$ cat src/fetch_consts.svh
`ifndef FETCH_CONSTS_SVH
`define FETCH_CONSTS_SVH

// pc after reset, base of the on-chip image
`define RESET_PC      64'h0000_0000_8000_0000

// image depth in 64-bit words
`define IMEM_WORDS    256

// cycles from accepted request to rvalid
`define IMEM_LATENCY  2

// rv64 opcodes seen by the predecoder
`define OP_JAL        7'b110_1111
`define OP_BRANCH     7'b110_0011

// read response codes, axi style
`define RESP_OKAY     2'b00
`define RESP_SLVERR   2'b10

`endif

$ cat src/fetch_pkg.sv
`default_nettype none

package fetch_pkg;

   // j-type view, imm bits scrambled as in the isa
   typedef struct packed {
      logic       imm20;
      logic [9:0] imm10_1;
      logic       imm11;
      logic [7:0] imm19_12;
      logic [4:0] rd;
      logic [6:0] opcode;
   } j_fmt_s;

   // b-type view
   typedef struct packed {
      logic       imm12;
      logic [5:0] imm10_5;
      logic [4:0] rs2;
      logic [4:0] rs1;
      logic [2:0] funct3;
      logic [3:0] imm4_1;
      logic       imm11;
      logic [6:0] opcode;
   } b_fmt_s;

   // one instruction word, decoded either way
   typedef union packed {
      logic [31:0] raw;
      j_fmt_s      j_fmt;
      b_fmt_s      b_fmt;
   } rv_inst_u;

   // read address channel payload
   typedef struct packed {
      logic [31:0] araddr;
   } fetch_req_s;

   // read data channel payload
   typedef struct packed {
      logic [63:0] rdata;
      logic [1:0]  rresp;
   } fetch_rsp_s;

   // fetched instruction record, 161 bits
   typedef struct packed {
      logic [63:0] pc;
      rv_inst_u    inst;
      logic [63:0] next_pc;
      logic        fault;
   } fetch_out_s;

endpackage

`default_nettype wire

$ cat src/fetch_unit.sv
`timescale 1ns/1ps
`default_nettype none
`include "fetch_consts.svh"

module fetch_unit (
   input  logic                  clk,
   input  logic                  rst_n,
   input  logic                  hold,
   input  logic                  redirect,
   input  logic [63:0]           redirect_pc,
   input  logic                  arready,
   input  logic                  rvalid,
   input  fetch_pkg::fetch_rsp_s rsp,
   input  logic [63:0]           pred_next_pc,
   output logic                  arvalid,
   output fetch_pkg::fetch_req_s req,
   output logic [63:0]           cur_pc,
   output fetch_pkg::rv_inst_u   cur_inst,
   output logic                  out_valid,
   output fetch_pkg::fetch_out_s out
);
   import fetch_pkg::*;

   // pc of the request on the bus or in flight, next fetch pc when idle
   logic [63:0] pc_q;
   logic [63:0] pc_d;
   logic        outstanding;
   logic        discard;
   logic        halted;
   // redirect seen but not issued yet
   logic        redir_pend;
   logic [63:0] redir_pc_q;

   logic        accept;
   logic        drop;
   logic        rsp_ok;
   logic        rsp_err;
   logic        issue;
   logic        in_flight_d;
   fetch_out_s  out_d;

   assign accept      = arvalid && arready;
   // a redirect on the response edge also kills that read
   assign drop        = discard || redirect;
   assign rsp_ok      = rvalid && !drop;
   assign rsp_err     = rsp_ok && (rsp.rresp != `RESP_OKAY);
   // new request once the bus is free and nothing blocks
   assign issue       = !arvalid && (!outstanding || rvalid) && !hold && !halted && !rsp_err;
   assign in_flight_d = accept || (outstanding && !rvalid);

   assign req.araddr  = pc_q[31:0];
   assign cur_pc      = pc_q;
   // half select by address bit 2
   assign cur_inst.raw = pc_q[2] ? rsp.rdata[63:32] : rsp.rdata[31:0];

   always_comb begin
      out_d.pc      = pc_q;
      out_d.inst    = cur_inst;
      out_d.next_pc = pred_next_pc;
      out_d.fault   = (rsp.rresp != `RESP_OKAY);
   end

   // prediction first, redirect wins at issue
   always_comb begin
      pc_d = pc_q;
      if (rsp_ok) begin
         pc_d = pred_next_pc;
      end
      if (issue) begin
         if (redirect) begin
            pc_d = redirect_pc;
         end else if (redir_pend) begin
            pc_d = redir_pc_q;
         end
      end
   end

   always_ff @(posedge clk or negedge rst_n) begin
      if (!rst_n) begin
         pc_q        <= `RESET_PC;
         // first request goes out right after reset
         arvalid     <= 1'b1;
         outstanding <= 1'b0;
         discard     <= 1'b0;
         halted      <= 1'b0;
         redir_pend  <= 1'b0;
         out_valid   <= 1'b0;
         out         <= '0;
      end else begin
         pc_q        <= pc_d;
         outstanding <= in_flight_d;
         // stale request stays marked until its response passes
         discard     <= in_flight_d && (discard || redirect || redir_pend);
         arvalid     <= issue || (arvalid && !arready);
         if (rsp_err) begin
            halted <= 1'b1;
         end
         if (issue) begin
            redir_pend <= 1'b0;
         end else if (redirect) begin
            redir_pend <= 1'b1;
         end
         out_valid <= rsp_ok;
         if (rsp_ok) begin
            out <= out_d;
         end
      end
   end

   always_ff @(posedge clk) begin
      if (redirect) begin
         redir_pc_q <= redirect_pc;
      end
   end

endmodule

`default_nettype wire

$ cat config.mk
export PLATFORM = sky130hd
export DESIGN_NAME = fetch_unit
export DESIGN_NICKNAME = d
export VERILOG_FILES = /design/src/fetch_pkg.sv /design/src/fetch_unit.sv
export VERILOG_INCLUDE_DIRS = /design/src
export SDC_FILE = /design/constraint.sdc
export NUM_CORES = 1
export LEC_CHECK = 0
export BUFFER_PORTS_ARGS = -buffer_cell sky130_fd_sc_hd__buf_4
export CAP_MARGIN = 20
export CORE_AREA = 5 5 190 192
export CTS_CLUSTER_SIZE = 14
export DETAILED_ROUTE_END_ITERATION = 10
export DIE_AREA = 0 0 195 197
export PLACE_DENSITY = 0.7
export SLEW_MARGIN = 10
export SYNTH_ARGS = -nofsm -noshare
export SYNTH_HDL_FRONTEND = slang
export SYNTH_SLANG_ARGS = --single-unit
$ cat constraint.sdc
create_clock -name clk -period 3.37 [get_ports clk]
set_input_delay 0.1685 -clock clk [delete_from_list [all_inputs] [get_ports clk]]
set_output_delay 0.1685 -clock clk [all_outputs]
set_load 0.005 [all_outputs]
# Yosys cells after proc, flatten, opt, wreduce, memory -nomap -nowiden
# Cells that the tools add are included.
[totals]
ff_bits = 295
input_bits = 200
out_inout_bits = 291
wordCells = 44
[op_classes]
muxes = 7
n_reduce_logical = 25
[op_table]
columns = ["operator", "count"]
rows = [
  ["$mux W64", 4],
  ["$mux W32", 1],
  ["$logic_and A1 B1 Y1", 10],
  ["$logic_not A1 Y1", 8],
  ["$logic_or A1 B1 Y1", 5],
  ["$reduce_bool A2 Y1", 2],
  ["$mux W1", 2],
]

# Longest topological paths before layout
# Gate-level depths: netlist of run 1.
[logic_depth]
word_depth = 7
mapped_depth = 7
mapped_depth_nobuf = 5

# Least setup slack after synthesis of run 1
# No wires, ideal clock.
[synth_path]
path_kind = "register -> output"
from = "reg pc_q[2] (netlist: cur_pc[2])"
to = "out cur_inst[10] (netlist bit)"
arrival_ns = 1.443
required_time_ns = 3.201
setup_slack_ns = 1.758
stages_incl_launch_ff = 5
n_path_buf = 3
cell_sequence = "dfrtp_1 > clkbuf_1 > buf_1 > mux2_2 > buf_4"
[synth_lines]
columns = ["item", "line_no", "text"]
rows = [
  ["from (decl)", "fetch_unit.sv:25", "logic [63:0] pc_q;"],
  ["from (signal assigned)", "fetch_unit.sv:80", "pc_q <= `RESET_PC;"],
  ["from (signal assigned)", "fetch_unit.sv:90", "pc_q <= pc_d;"],
  ["to (decl)", "fetch_unit.sv:18", "output fetch_pkg::rv_inst_u cur_inst,"],
]

# Worst setup path after layout of run 1
[layout_path]
from = "reg discard"
to = "reg pc_q[51] (netlist: cur_pc[51])"
[layout_between]
elab_chain_cells = 7
word_cells_on_any_way = 10
classes_between = "mux (4); reduce/logical (6)"
[layout_rtl]
columns = ["item", "line_no", "text"]
rows = [
  ["from (decl)", "fetch_unit.sv:28", "logic discard;"],
  ["from (signal assigned)", "fetch_unit.sv:93", "discard <= in_flight_d && (discard || redirect || redir_pend);"],
  ["$logic_or A1 B1 Y1 *", "fetch_unit.sv:44", "assign drop = discard || redirect;"],
  ["$logic_not A1 Y1 *", "fetch_unit.sv:45", "assign rsp_ok = rvalid && !drop;"],
  ["$logic_and A1 B1 Y1 *", "fetch_unit.sv:45", ""],
  ["$mux W64 or $logic_and A1 B1 Y1 (tied branches)", "fetch_unit.sv:66, fetch_unit.sv:46", ""],
  ["$mux W64 or $logic_not A1 Y1 (tied branches)", "fetch_unit.sv:72, fetch_unit.sv:48", ""],
  ["$mux W64 or $logic_and A1 B1 Y1 (tied branches)", "fetch_unit.sv:70, fetch_unit.sv:48", ""],
  ["$mux W64 *", "fetch_unit.sv:69", "if (issue) begin"],
  ["net pc_d[51]", "fetch_unit.sv:26", "logic [63:0] pc_d;"],
]
# Mark *: on every way through the listed nets, which the timed path passes. The rest lies on a longest branch.
# A chain may end at the register's enable or synchronous reset.

==> metrics.md, run 1 <==
| Metric | Value |
|---|---|
| Slew Limit Fails | `0` |
| Critical path's most frequent cell | `buf_4` |
| # IOs | `491` |
| Routability Congestion | `0.807` |
| CP endpoint | `cur_pc[51]$_DFF_PN0_` |
| FF-to-FF path depth | `5` |
| Synthesis-stage register bit count | `about 300` |
| GRT Resource Usage Total | `0.205` |
| R2r startpoint | `discard$_DFF_PN0_` |
| Die area | `roughly 0.038 mm²` |
| Routed Antenna Nets | `0` |
| WL final | `between 40 and 50 mm` |
| Hold slack | `around 30 ps` |
| Fin nets | `1,915` |
| Post-Syn Area | `between 0.01 and 0.015 mm²` |
| Routed vias | `between 10,000 and 15,000` |
| Hold Buf Count CTS | `roughly 150` |
| Pleak | `between 9 and 10 nW` |
| CP required | `around 3800 ps` |
| Unique masters post-synth | `25` |
| Outcome | `finished, final reports clean` |
| Cells after Synth | `~1,200` |
| Worst setup startpoint | `discard$_DFF_PN0_` |
| Layout Utilization | `0.538` |
| DPL Wire Length | `roughly 27 mm` |
| Syn. warnings | `0` |
| Final Hold Fails | `0` |
| First-pass GRT wire length | `64.4 mm` |
| # rows | `68` |
| Hold WC Path Type | `in -> reg` |
| Initial core utilization | `0.370` |
| Max_cap viols | `0` |
| Final instance area | `approximately 0.018 mm²` |
| Achievable frequency | `425 MHz` |
| Layout cells sized above 1 | `0.339` |
| H-tree depth | `2` |
| EDFF count, synth | `64` |
| Max_slew headroom | `0.402` |
| Crit Path Class | `reg -> reg` |
| Clk buf depth | `3` |
| Die height | `slightly below 200 µm` |
| CP endpoint kind | `flip-flop` |
| Worst-Margin Slew | `roughly 900 ps` |
| Setup TNS | `0 ps` |
| Core area | `between 0.03 and 0.04 mm²` |
| CTS tree | `done` |
| Layout area overhead | `45.2%` |
| Wire per inst | `~19 µm` |
| RSZ-0062 raised after global routing | `false` |
| Critical path depth in cells | `5` |
| Delay-heaviest family, CP | `buffers and inverters` |
| Largest net degree at the start of global routing | `slightly above 90` |
| Initial antenna violation count | `2` |
| Worst path bufs/invs | `2` |
| Cell Area, Placed | `roughly 0.016 mm²` |
| FFs w/ async S/R, synth | `0.783` |
| Die X-Extent | `195 µm` |
| Final Skew | `roughly 25 ps` |
| Tcrit/Tclk final | `0.698` |
| CTS Buf Count | `34` |
| Filler cells | `2,906` |
| Largest fanout on the critical path | `83` |
| CP peak stage delay | `around 700 ps` |
| Pre-Repair DR Iteration Count | `5` |
| VDD IR-drop max | `~0.00035 V` |
| Total grt overflow | `0` |
| CP cell instances | `or3b_4 > buf_4 > buf_4 > a21boi_0 > o22ai_1` |
| PD cells | `around 540 mW/mm²` |
| CP Launch Type | `flip-flop` |
| Setup repair bufs after CTS | `0` |
| Cell at the slowest stage of the critical path | `buf_4` |
| Clock root buffer | `clkbuf_16` |
| Avg Cell Area, Syn | `a little over 10 µm²` |
| Arr. time, crit path | `2750 ps` |
| PortBufs | `a little under 500` |
| Final Critical Period | `2350 ps` |
| Residual DRC | `0` |
| CTS Sinks | `roughly 300` |
| Most used flip-flop cell after synthesis | `dfrtp_1` |
| Worst-path clk slew | `around 60 ps` |
| Hold wc startpoint | `rsp[35]` |
| PnR Total Power | `about 10 mW` |
| Worst skew pair latency | `520 ps` |
| Cts repair resizes | `0` |
| Vias in the first global route | `~11,000` |
| Reg2reg end | `cur_pc[51]$_DFF_PN0_` |
| Via/cell ratio | `~4.9` |
| Initial drt markers | `roughly 580` |
| FF-to-FF setup slack | `1020 ps` |
| Sequential area share after synthesis | `0.608` |
| Synthesized Nets | `1,422` |
| Final setup vio count | `0` |
==> flip-flops by register name (all words and copies together), names as in the netlist <==
register / flops
arvalid: 1
cur_pc: 64
discard: 1
halted: 1
out: 161
out_valid: 1
outstanding: 1
redir_pc_q: 64
redir_pend: 1
==> worst min-delay path by stage <==
stage,end,cells after the start
floorplan,cur_pc[0]$_DFF_PN0_,0
finish,out[66]$_DFFE_PN0P_,4
detailed placement,out[101]$_DFFE_PN0P_,1
global placement,out[101]$_DFFE_PN0P_,1
CTS,out[66]$_DFFE_PN0P_,4
global route,out[90]$_DFFE_PN0P_,4
==> cell families (layout without fill, tap and decap cells) <==
| logic type | count (synthesis) | in the layout | share of synthesized area |
|---|---|---|---|
| buffers and inverters | 205 | 722 | 0.104 |
| AOI/OAI and AO/OA | 198 | 198 | 0.112 |
| muxes | 32 | 32 | 0.0285 |
| and+or+nand+nor | 492 | 492 | 0.147 |
| DFF | 295 | 295 | 0.608 |
| other | 0 | 2 | 0 |
==> synthesized netlist by cell type (3+ instances only) <==
cell | number | area [µm²]
a21boi_0 | 64 | 480
a22oi_1 | 63 | 473
buf_2 | 40 | 200
buf_4 | 132 | 991
clkbuf_1 | 28 | 105
dfrtp_1 | 229 | 5730
edfxtp_1 | 64 | 1920
mux2_2 | 32 | 360
nand2_1 | 484 | 1820
nor2_1 | 4 | 15.0
o21ai_0 | 3 | 15.0
o22ai_1 | 64 | 400
==> final cells by class <==
class | count | area, µm² | area share
sequential | 295 | 7700 | 0.419
clock buffer | 51 | 997 | 0.0542
tap | 455 | 569 | 0.0310
timing repair buffer | 659 | 5390 | 0.293
clock inverter | 9 | 58.8 | 0.00320
inverter | 3 | 13.8 | 0.000749
antenna | 2 | 5.00 | 0.000272
multi-input combinational | 722 | 3650 | 0.199
==> power breakdown <==
group | total, mW | internal [mW] | switching [mW] | leakage (nW)
registers | 4.46 | 4.14 | 0.325 | 3.52
logic | 2.06 | 1.16 | 0.903 | 5.19
clock network | 3.49 | 2.05 | 1.43 | 0.515
total | 10.0 | 7.35 | 2.66 | 9.22
==> metal layers <==
layer  wire (µm)  vias to the layer above  track usage
li1            -                     4937            -
met1       16600                     5268        0.256
met2       20800                      431        0.354
met3        2760                       91       0.0453
met4        1380                        2       0.0724
met5           7                        -            0
==> metrics by stage <==
stage | cells | setup WS (ps)
after floorplan | 1222 | 1760
after detailed placement | 1981 | 980
after global routing | 2195 | 814
after global placement | 1981 | 1060
after CTS | 2194 | 992
final | 2196 | 1020
==> layout by cell type (no fill, tap or decap), types with 2 or more instances in the layout <==
cell	instances
a22oi_1	63
clkinv_1	4
dlygate4sd3_1	153
nand2_1	484
dfrtp_1	229
buf_12	4
clkbuf_1	11
clkbuf_8	4
clkbuf_16	36
mux2_2	32
buf_4	501
a21boi_0	64
dfstp_2	2
o21ai_0	3
inv_6	2
clkinv_2	2
inv_1	2
diode_2	2
edfxtp_1	64
nor2_1	4
o22ai_1	64
==> worst register-to-register path: cells and delay by family, from the launching register on <==
| family | cells | cell delay, ps |
|---|---|---|
| flip-flops | 1 | 350 |
| buffers and inverters | 2 | 1340 |
| AO/OA/AOI/OAI | 2 | 380 |
| AND/OR/NAND/NOR | 1 | 180 |
No activity file was read; power rests on OpenSTA's default activity.
==> run 2: changes to the inputs <==
- clock period: 3.37 -> 2.4 ns (I/O delays scaled with it)
==> run 2 against run 1 <==
Net effect:
- fmax grew 18%
- sequential power grew 40%
- non-clock buffer count grew 43
- die area is the same
- critical path depth is the same
- clock skew shrank 6.1 ps
- sequential share of layout area shrank 1.1 points
- core utilization grew 1.4 points
- cell area grew 2.7%
- critical path type unchanged
- largest cell class unchanged
==> metrics.md, run 2 (synthesis gave the netlist of run 1 again) <==
| Metric | Value |
|---|---|
| First-pass GRT wire length | `66.8 mm` |
| R2r startpoint | `cur_pc[2]$_DFF_PN0_` |
| Layout cells sized above 1 | `0.336` |
| H-tree depth | `2` |
| Wire per inst | `between 15 and 20 µm` |
| Clock root buffer | `clkbuf_16` |
| RSZ-0062 raised after global routing | `false` |
| Layout area overhead | `49.0%` |
| Cts repair resizes | `0` |
| Final Critical Period | `2000 ps` |
| Commonest non-fill, non-tap cell in the layout | `buf_4` |
| Vias in the first global route | `11,600` |
| Filler cells | `between 2,000 and 3,000` |
| Hold WC Path Type | `in -> reg` |
| Hold Buf Count CTS | `about 190` |
| Final Skew | `roughly 19 ps` |
| Core area | `around 0.034 mm²` |
| PnR Total Power | `around 14 mW` |
| Setup repair bufs after CTS | `0` |
| Outcome | `finished, final reports clean` |
| Die area | `0.0384 mm²` |
| CTS Buf Count | `34` |
| Fin nets | `slightly below 2,000` |
| Total grt overflow | `0` |
| Setup TNS | `0 ps` |
| Routed Antenna Nets | `0` |
| Hold path endpoint | `out[65]$_DFFE_PN0P_` |
| Die X-Extent | `195 µm` |
| Pleak | `~9.4 nW` |
| Via/cell ratio | `about 4.9` |
| Final setup vio count | `0` |
| Cell at the slowest stage of the critical path | `dlygate4sd3_1` |
| Slew Limit Fails | `0` |
| Critical path's most frequent cell | `nand2_1` |
| Initial core utilization | `0.370` |
| Achievable frequency | `501 MHz` |
| Max_cap viols | `0` |
| Initial antenna violation count | `4` |
| Arr. time, crit path | `about 2400 ps` |
| VDD IR-drop max | `~0.00057 V` |
| DPL Wire Length | `around 27 mm` |
| CP endpoint kind | `flip-flop` |
| Reg2reg end | `out[85]$_DFFE_PN0P_` |
| PortBufs | `490` |
| Tcrit/Tclk final | `0.832` |
| CP Launch Type | `flip-flop` |
| Most frequent cells in the layout | `buf_4, nand2_1, dfrtp_1` |
| CP required | `roughly 2800 ps` |
| PD cells | `approximately 760 mW/mm²` |
| FF-to-FF path depth | `5` |
| Initial drt markers | `just under 500` |
| Die height | `197 µm` |
| # rows | `68` |
| FF-to-FF setup slack | `between 400 and 500 ps` |
| Worst-Margin Slew | `roughly 860 ps` |
| Largest fanout on the critical path | `35` |
| GRT Resource Usage Total | `0.214` |
| CP cell instances | `buf_4 > mux2_2 > dlygate4sd3_1 > nand2_1 > nand2_1` |
| Worst-path clk slew | `approximately 60 ps` |
| Pre-Repair DR Iteration Count | `5` |
| Residual DRC | `0` |
| CTS Sinks | `~300` |
| Crit Path Class | `reg -> reg` |
| Max_slew headroom | `0.428` |
| CP peak stage delay | `around 580 ps` |
| Number of flip-flops in the largest register | `161` |
| CTS tree | `done` |
| Largest net degree at the start of global routing | `about 130` |
| Routed vias | `11,000` |
| Routability Congestion | `between 0.8 and 0.9` |
| Clk buf depth | `3` |
| Largest Register | `out` |
| Worst Hold Depth | `4` |
| WL final | `43.2 mm` |
| Final Hold Fails | `0` |
| # IOs | `around 500` |
| Worst skew pair latency | `between 500 and 600 ps` |
| Hold wc startpoint | `rsp[34]` |
run 2: per-layer routing:
| metal | GRT usage | vias up | share of wire |
|---|---|---|---|
| li1 | - | 5029 | - |
| met1 | 0.260 | 5423 | 0.39 |
| met2 | 0.372 | 452 | 0.51 |
| met3 | 0.0554 | 96 | 0.071 |
| met4 | 0.0719 | 6 | 0.032 |
| met5 | 0 | - | 0.00076 |
run 2: layout make-up:
cell class,instances,area (µm²),area share
clock buffers,52,1010,0.0535
flip-flops and latches,295,7700,0.408
well taps,455,569,0.0302
inverters,3,13.8,0.000729
diodes,3,7.51,0.000398
clock inverters,10,73.8,0.00391
repair buffers,702,5850,0.310
multi-input cells,722,3650,0.193
run 2: worst max-delay path: cells and delay by family (launching register included):
| kind | cells | cell delay, ps |
|---|---|---|
| buf+inv | 2 | 980 |
| mux | 1 | 420 |
| simple gates | 2 | 130 |
| flops | 1 | 340 |
run 2: worst max-delay path by stage:
stage	from	to	slack, ps	depth (start not counted)
floorplan	cur_pc[2]$_DFF_PN0_	cur_inst[10]	840	4
global placement	rsp[1]	cur_pc[62]$_DFF_PN0_	510	6
detailed placement	discard$_DFF_PN0_	cur_pc[44]$_DFF_PN0_	460	5
CTS	cur_pc[2]$_DFF_PN0_	cur_inst[27]	390	3
global route	rsp[0]	cur_pc[14]$_DFF_PN0_	330	7
finish	cur_pc[2]$_DFF_PN0_	out[85]$_DFFE_PN0P_	400	5
run 2: report_power, final:
group | internal, mW | total (mW) | switching (mW)
combinational | 1.71 | 3.01 | 1.31
sequential | 5.81 | 6.26 | 0.453
clock | 2.93 | 5.02 | 2.10
total | 10.4 | 14.3 | 3.86
run 2: stage by stage:
step	instance area [µm²]	instances	setup WS, ps	util	hold WS, ps
finish	18900	2242	404	0.552	22.0
global route	18900	2240	327	0.552	19.2
CTS	18900	2239	388	0.552	0.752
detailed placement	15900	1985	462	0.464	159
global placement	15900	1985	510	0.464	162
floorplan	12700	1222	837	-	-176
==> run 3: changes to the inputs <==
- ABC_AREA: unset -> 1
- CORE_AREA: 5 5 190 192 -> unset
- CORE_MARGIN: unset -> 5
- CORE_UTILIZATION: unset -> 40
- DIE_AREA: 0 0 195 197 -> unset
- PLACE_DENSITY: 0.7 -> 0.75
- clock period: 2.4 -> 1.7 ns (I/O delays scaled with it)
==> run 3 against run 2 <==
Net effect:
- cell area rose by 6.0%
- first-iteration DRC count rose by 36%
- die area fell by 2.8%
- setup slack got worse by 340 ps
- routed wire length rose by 8.2%
- global-route usage rose by 2.5 points
- sequential power rose by 42%
- non-clock buffer count rose by 23
==> metrics.md, run 3 <==
| Metric | Value |
|---|---|
| Total grt overflow | `0` |
| Final Critical Period | `around 1600 ps` |
| Reg power frac | `0.426` |
| Die height | `~190 µm` |
| Worst-Margin Slew | `484 ps` |
| Final Hold Fails | `0` |
| FF-to-FF setup slack | `140 ps` |
| Unique masters post-synth | `21` |
| Mux cell area share after synthesis | `0` |
| Initial core utilization | `0.402` |
| Yosys top cell by area | `dfrtp_1` |
| WL final | `approximately 47 mm` |
| Metal3 WL | `approximately 3.7 mm` |
| Routed vias | `around 13,000` |
| Sw Share | `0.274` |
| Pleak | `approximately 11 nW` |
| # rows | `67` |
| Cells after Synth | `~1,600` |
| Commonest cells post-synth | `nand2_1, dfrtp_1, buf_4, nand3_1, edfxtp_1` |
| R2r startpoint | `discard$_DFF_PN0_` |
| Synthesis-stage register bit count | `295` |
| Routed Antenna Nets | `0` |
| Post-Synth XOR/XNOR Area | `0` |
| Wl on met1 | `around 17 mm` |
| Reg2reg end | `cur_pc[44]$_DFF_PN0_` |
| CP endpoint | `cur_inst[5]` |
| Syn. warnings | `0` |
| Sw Pwr | `around 5.7 mW` |
| Critical path's most frequent cell | `nand2_1` |
| Residual DRC | `0` |
| Layout area overhead | `49.0%` |
| Cell internal pwr | `15.2 mW` |
| Worst skew pair latency | `roughly 500 ps` |
| H-tree depth | `2` |
| Worst path bufs/invs | `2` |
| DPL Wire Length | `a little over 30 mm` |
| Most used flip-flop cell after synthesis | `dfrtp_1` |
| Via/cell ratio | `4.94` |
| Max layer used | `met4` |
| Slew Limit Fails | `0` |
| CTS Buf Count | `34` |
| EDFF count, synth | `64` |
| Sequential area share after synthesis | `0.574` |
| Comb power frac | `0.224` |
| Pre-Repair DR Iteration Count | `5` |
| Wire per inst | `17.8 µm` |
| Adder-Cell Fraction of Synth Area | `0` |
| Post-Syn Area | `approximately 0.013 mm²` |
| First-pass GRT wire length | `a little over 70 mm` |
| Max_slew headroom | `0.677` |
| Die X-Extent | `about 190 µm` |
| Commonest non-fill, non-tap cell in the layout | `nand2_1` |
| Layout Utilization | `0.599` |
| FF-to-FF path depth | `8` |
| Largest Register | `out` |
| Clock network power share | `0.350` |
| Vias in the first global route | `13,300` |
| Compound-gate portion of the synthesized area | `0.0169` |
| Synthesized Nets | `around 1,800` |
| Post-Synth Simple-Gate Area | `0.303` |
| Routability Congestion | `between 0.8 and 0.9` |
| Layout cells sized above 1 | `0.272` |
| Most frequent cells in the layout | `nand2_1, buf_4, dfrtp_1` |
| Fin nets | `2,338` |
| Outcome | `finished, final reports clean` |
| Largest fanout on the critical path | `35` |
| VDD IR-drop max | `between 0.0008 and 0.0009 V` |
| Cell at the slowest stage of the critical path | `dfrtp_1` |
| Filler cells | `between 2,000 and 3,000` |
| Setup repair bufs after CTS | `0` |
| Arr. time, crit path | `~1600 ps` |
| RSZ-0062 raised after global routing | `false` |
| Worst-path clk slew | `around 60 ps` |
| Tcrit/Tclk final | `0.964` |
| Number of flip-flops in the largest register | `161` |
| Count leader, synth | `nand2_1` |
| Worst setup startpoint | `cur_pc[2]$_DFF_PN0_` |
| Crit Path Class | `reg -> out` |
| Top cells by area, synth | `dfrtp_1, nand2_1, edfxtp_1` |
| CP Launch Type | `flip-flop` |
| FFs w/ async S/R, synth | `0.783` |
| Max_cap viols | `0` |
| PortBufs | `between 400 and 500` |
| CP peak stage delay | `380 ps` |
| CTS tree | `done` |
| CP required | `between 1500 and 2000 ps` |
| CTS Sinks | `295` |
| PnR Total Power | `between 20 and 25 mW` |
| Setup TNS | `0 ps` |
| Synth top area share | `0.427` |
| Met2 routed WL | `between 20 and 25 mm` |
| GRT Resource Usage Total | `0.239` |
| Delay-heaviest family, CP | `buffers and inverters` |
| Final setup vio count | `0` |
| PD cells | `about 1000 mW/mm²` |
| Initial antenna violation count | `8` |
| Core area | `0.0334 mm²` |
| Hold WC Path Type | `in -> async` |
| CP endpoint kind | `output pin` |
| Die area | `0.0373 mm²` |
| Initial drt markers | `about 670` |
| Final Skew | `~12 ps` |
| Clock root buffer | `clkbuf_16` |
| Largest net degree at the start of global routing | `between 90 and 100` |
| Critical path depth in cells | `4` |
| CP cell instances | `buf_8 > nand2_1 > nand2_1 > buf_4` |
| Achievable frequency | `610 MHz` |
| Avg Cell Area, Syn | `between 8 and 9 µm²` |
| # IOs | `491` |
| Clk buf depth | `3` |
| Largest family of logic cells by synthesized area | `simple AND/OR/NAND/NOR gates` |
-- run 3: area by class of cell --
class / instances / area (µm²) / share of cell area
timing repair buffer: 725 / 6220 / 0.311
tap: 448 / 561 / 0.0280
clock buffer: 51 / 986 / 0.0493
sequential: 295 / 7710 / 0.385
clock inverter: 9 / 124 / 0.00619
multi-input combinational: 1073 / 4340 / 0.217
inverter: 9 / 38.8 / 0.00194
antenna: 10 / 25.0 / 0.00125
-- run 3: worst min-delay path by stage --
| stage | start | endpoint | cells past startpoint |
|---|---|---|---|
| final | rst_n | out[61]$_DFFE_PN0P_ | 2 |
| after global routing | rst_n | out[61]$_DFFE_PN0P_ | 2 |
| after CTS | rst_n | out[61]$_DFFE_PN0P_ | 2 |
| after detailed placement | rst_n | out[61]$_DFFE_PN0P_ | 1 |
| after global placement | rst_n | out[61]$_DFFE_PN0P_ | 1 |
| after floorplan | rst_n | cur_pc[0]$_DFF_PN0_ | 0 |
-- run 3: metal layers --
layer / vias to the layer above / track usage
met2: 652 / 0.413
met1: 6096 / 0.278
met5: - / 0
li1: 5996 / -
met3: 190 / 0.0504
met4: 0 / 0.133
-- run 3: logic make-up (layout without fill, tap and decap cells) --
kind of cell	after synthesis	count (layout)
other	0	10
AO/OA/AOI/OAI	36	36
AND/OR/NAND/NOR	1037	1037
flip-flops	295	295
buffers and inverters	226	794
-- run 3: repair_timing --
item / 4_1_cts / 5_1_grt
gates cloned: 0 / 1
hold endpoints to repair: 395 / 0
hold buffers: 196 / 0
setup endpoints to repair: 27 / 15
resized for setup: 3 / 5
-- run 3: stage by stage --
step           cell area, µm²  setup slack [ps]  hold WS [ps]  std cells
2_1_floorplan           13400               440          -211       1594
3_3_place_gp            16800               189        -0.730       2353
3_5_place_dp            16800               132         -8.77       2353
4_1_cts                 19900              5.31          56.9       2609
5_1_grt                 20000              8.91          88.1       2618
6_report                20000              60.7          82.0       2620
-- run 3: power by group through the flow --
stage / Combinational (mW) / Sequential (mW) / Clock (mW)
3_3_place_gp: 4.11 / 8.97 / 0
5_1_grt: 5.15 / 9.03 / 7.79
2_1_floorplan: 2.03 / 8.89 / 0
4_1_cts: 4.60 / 8.88 / 7.49
6_report: 4.70 / 8.92 / 7.34
3_5_place_dp: 4.19 / 8.99 / 0
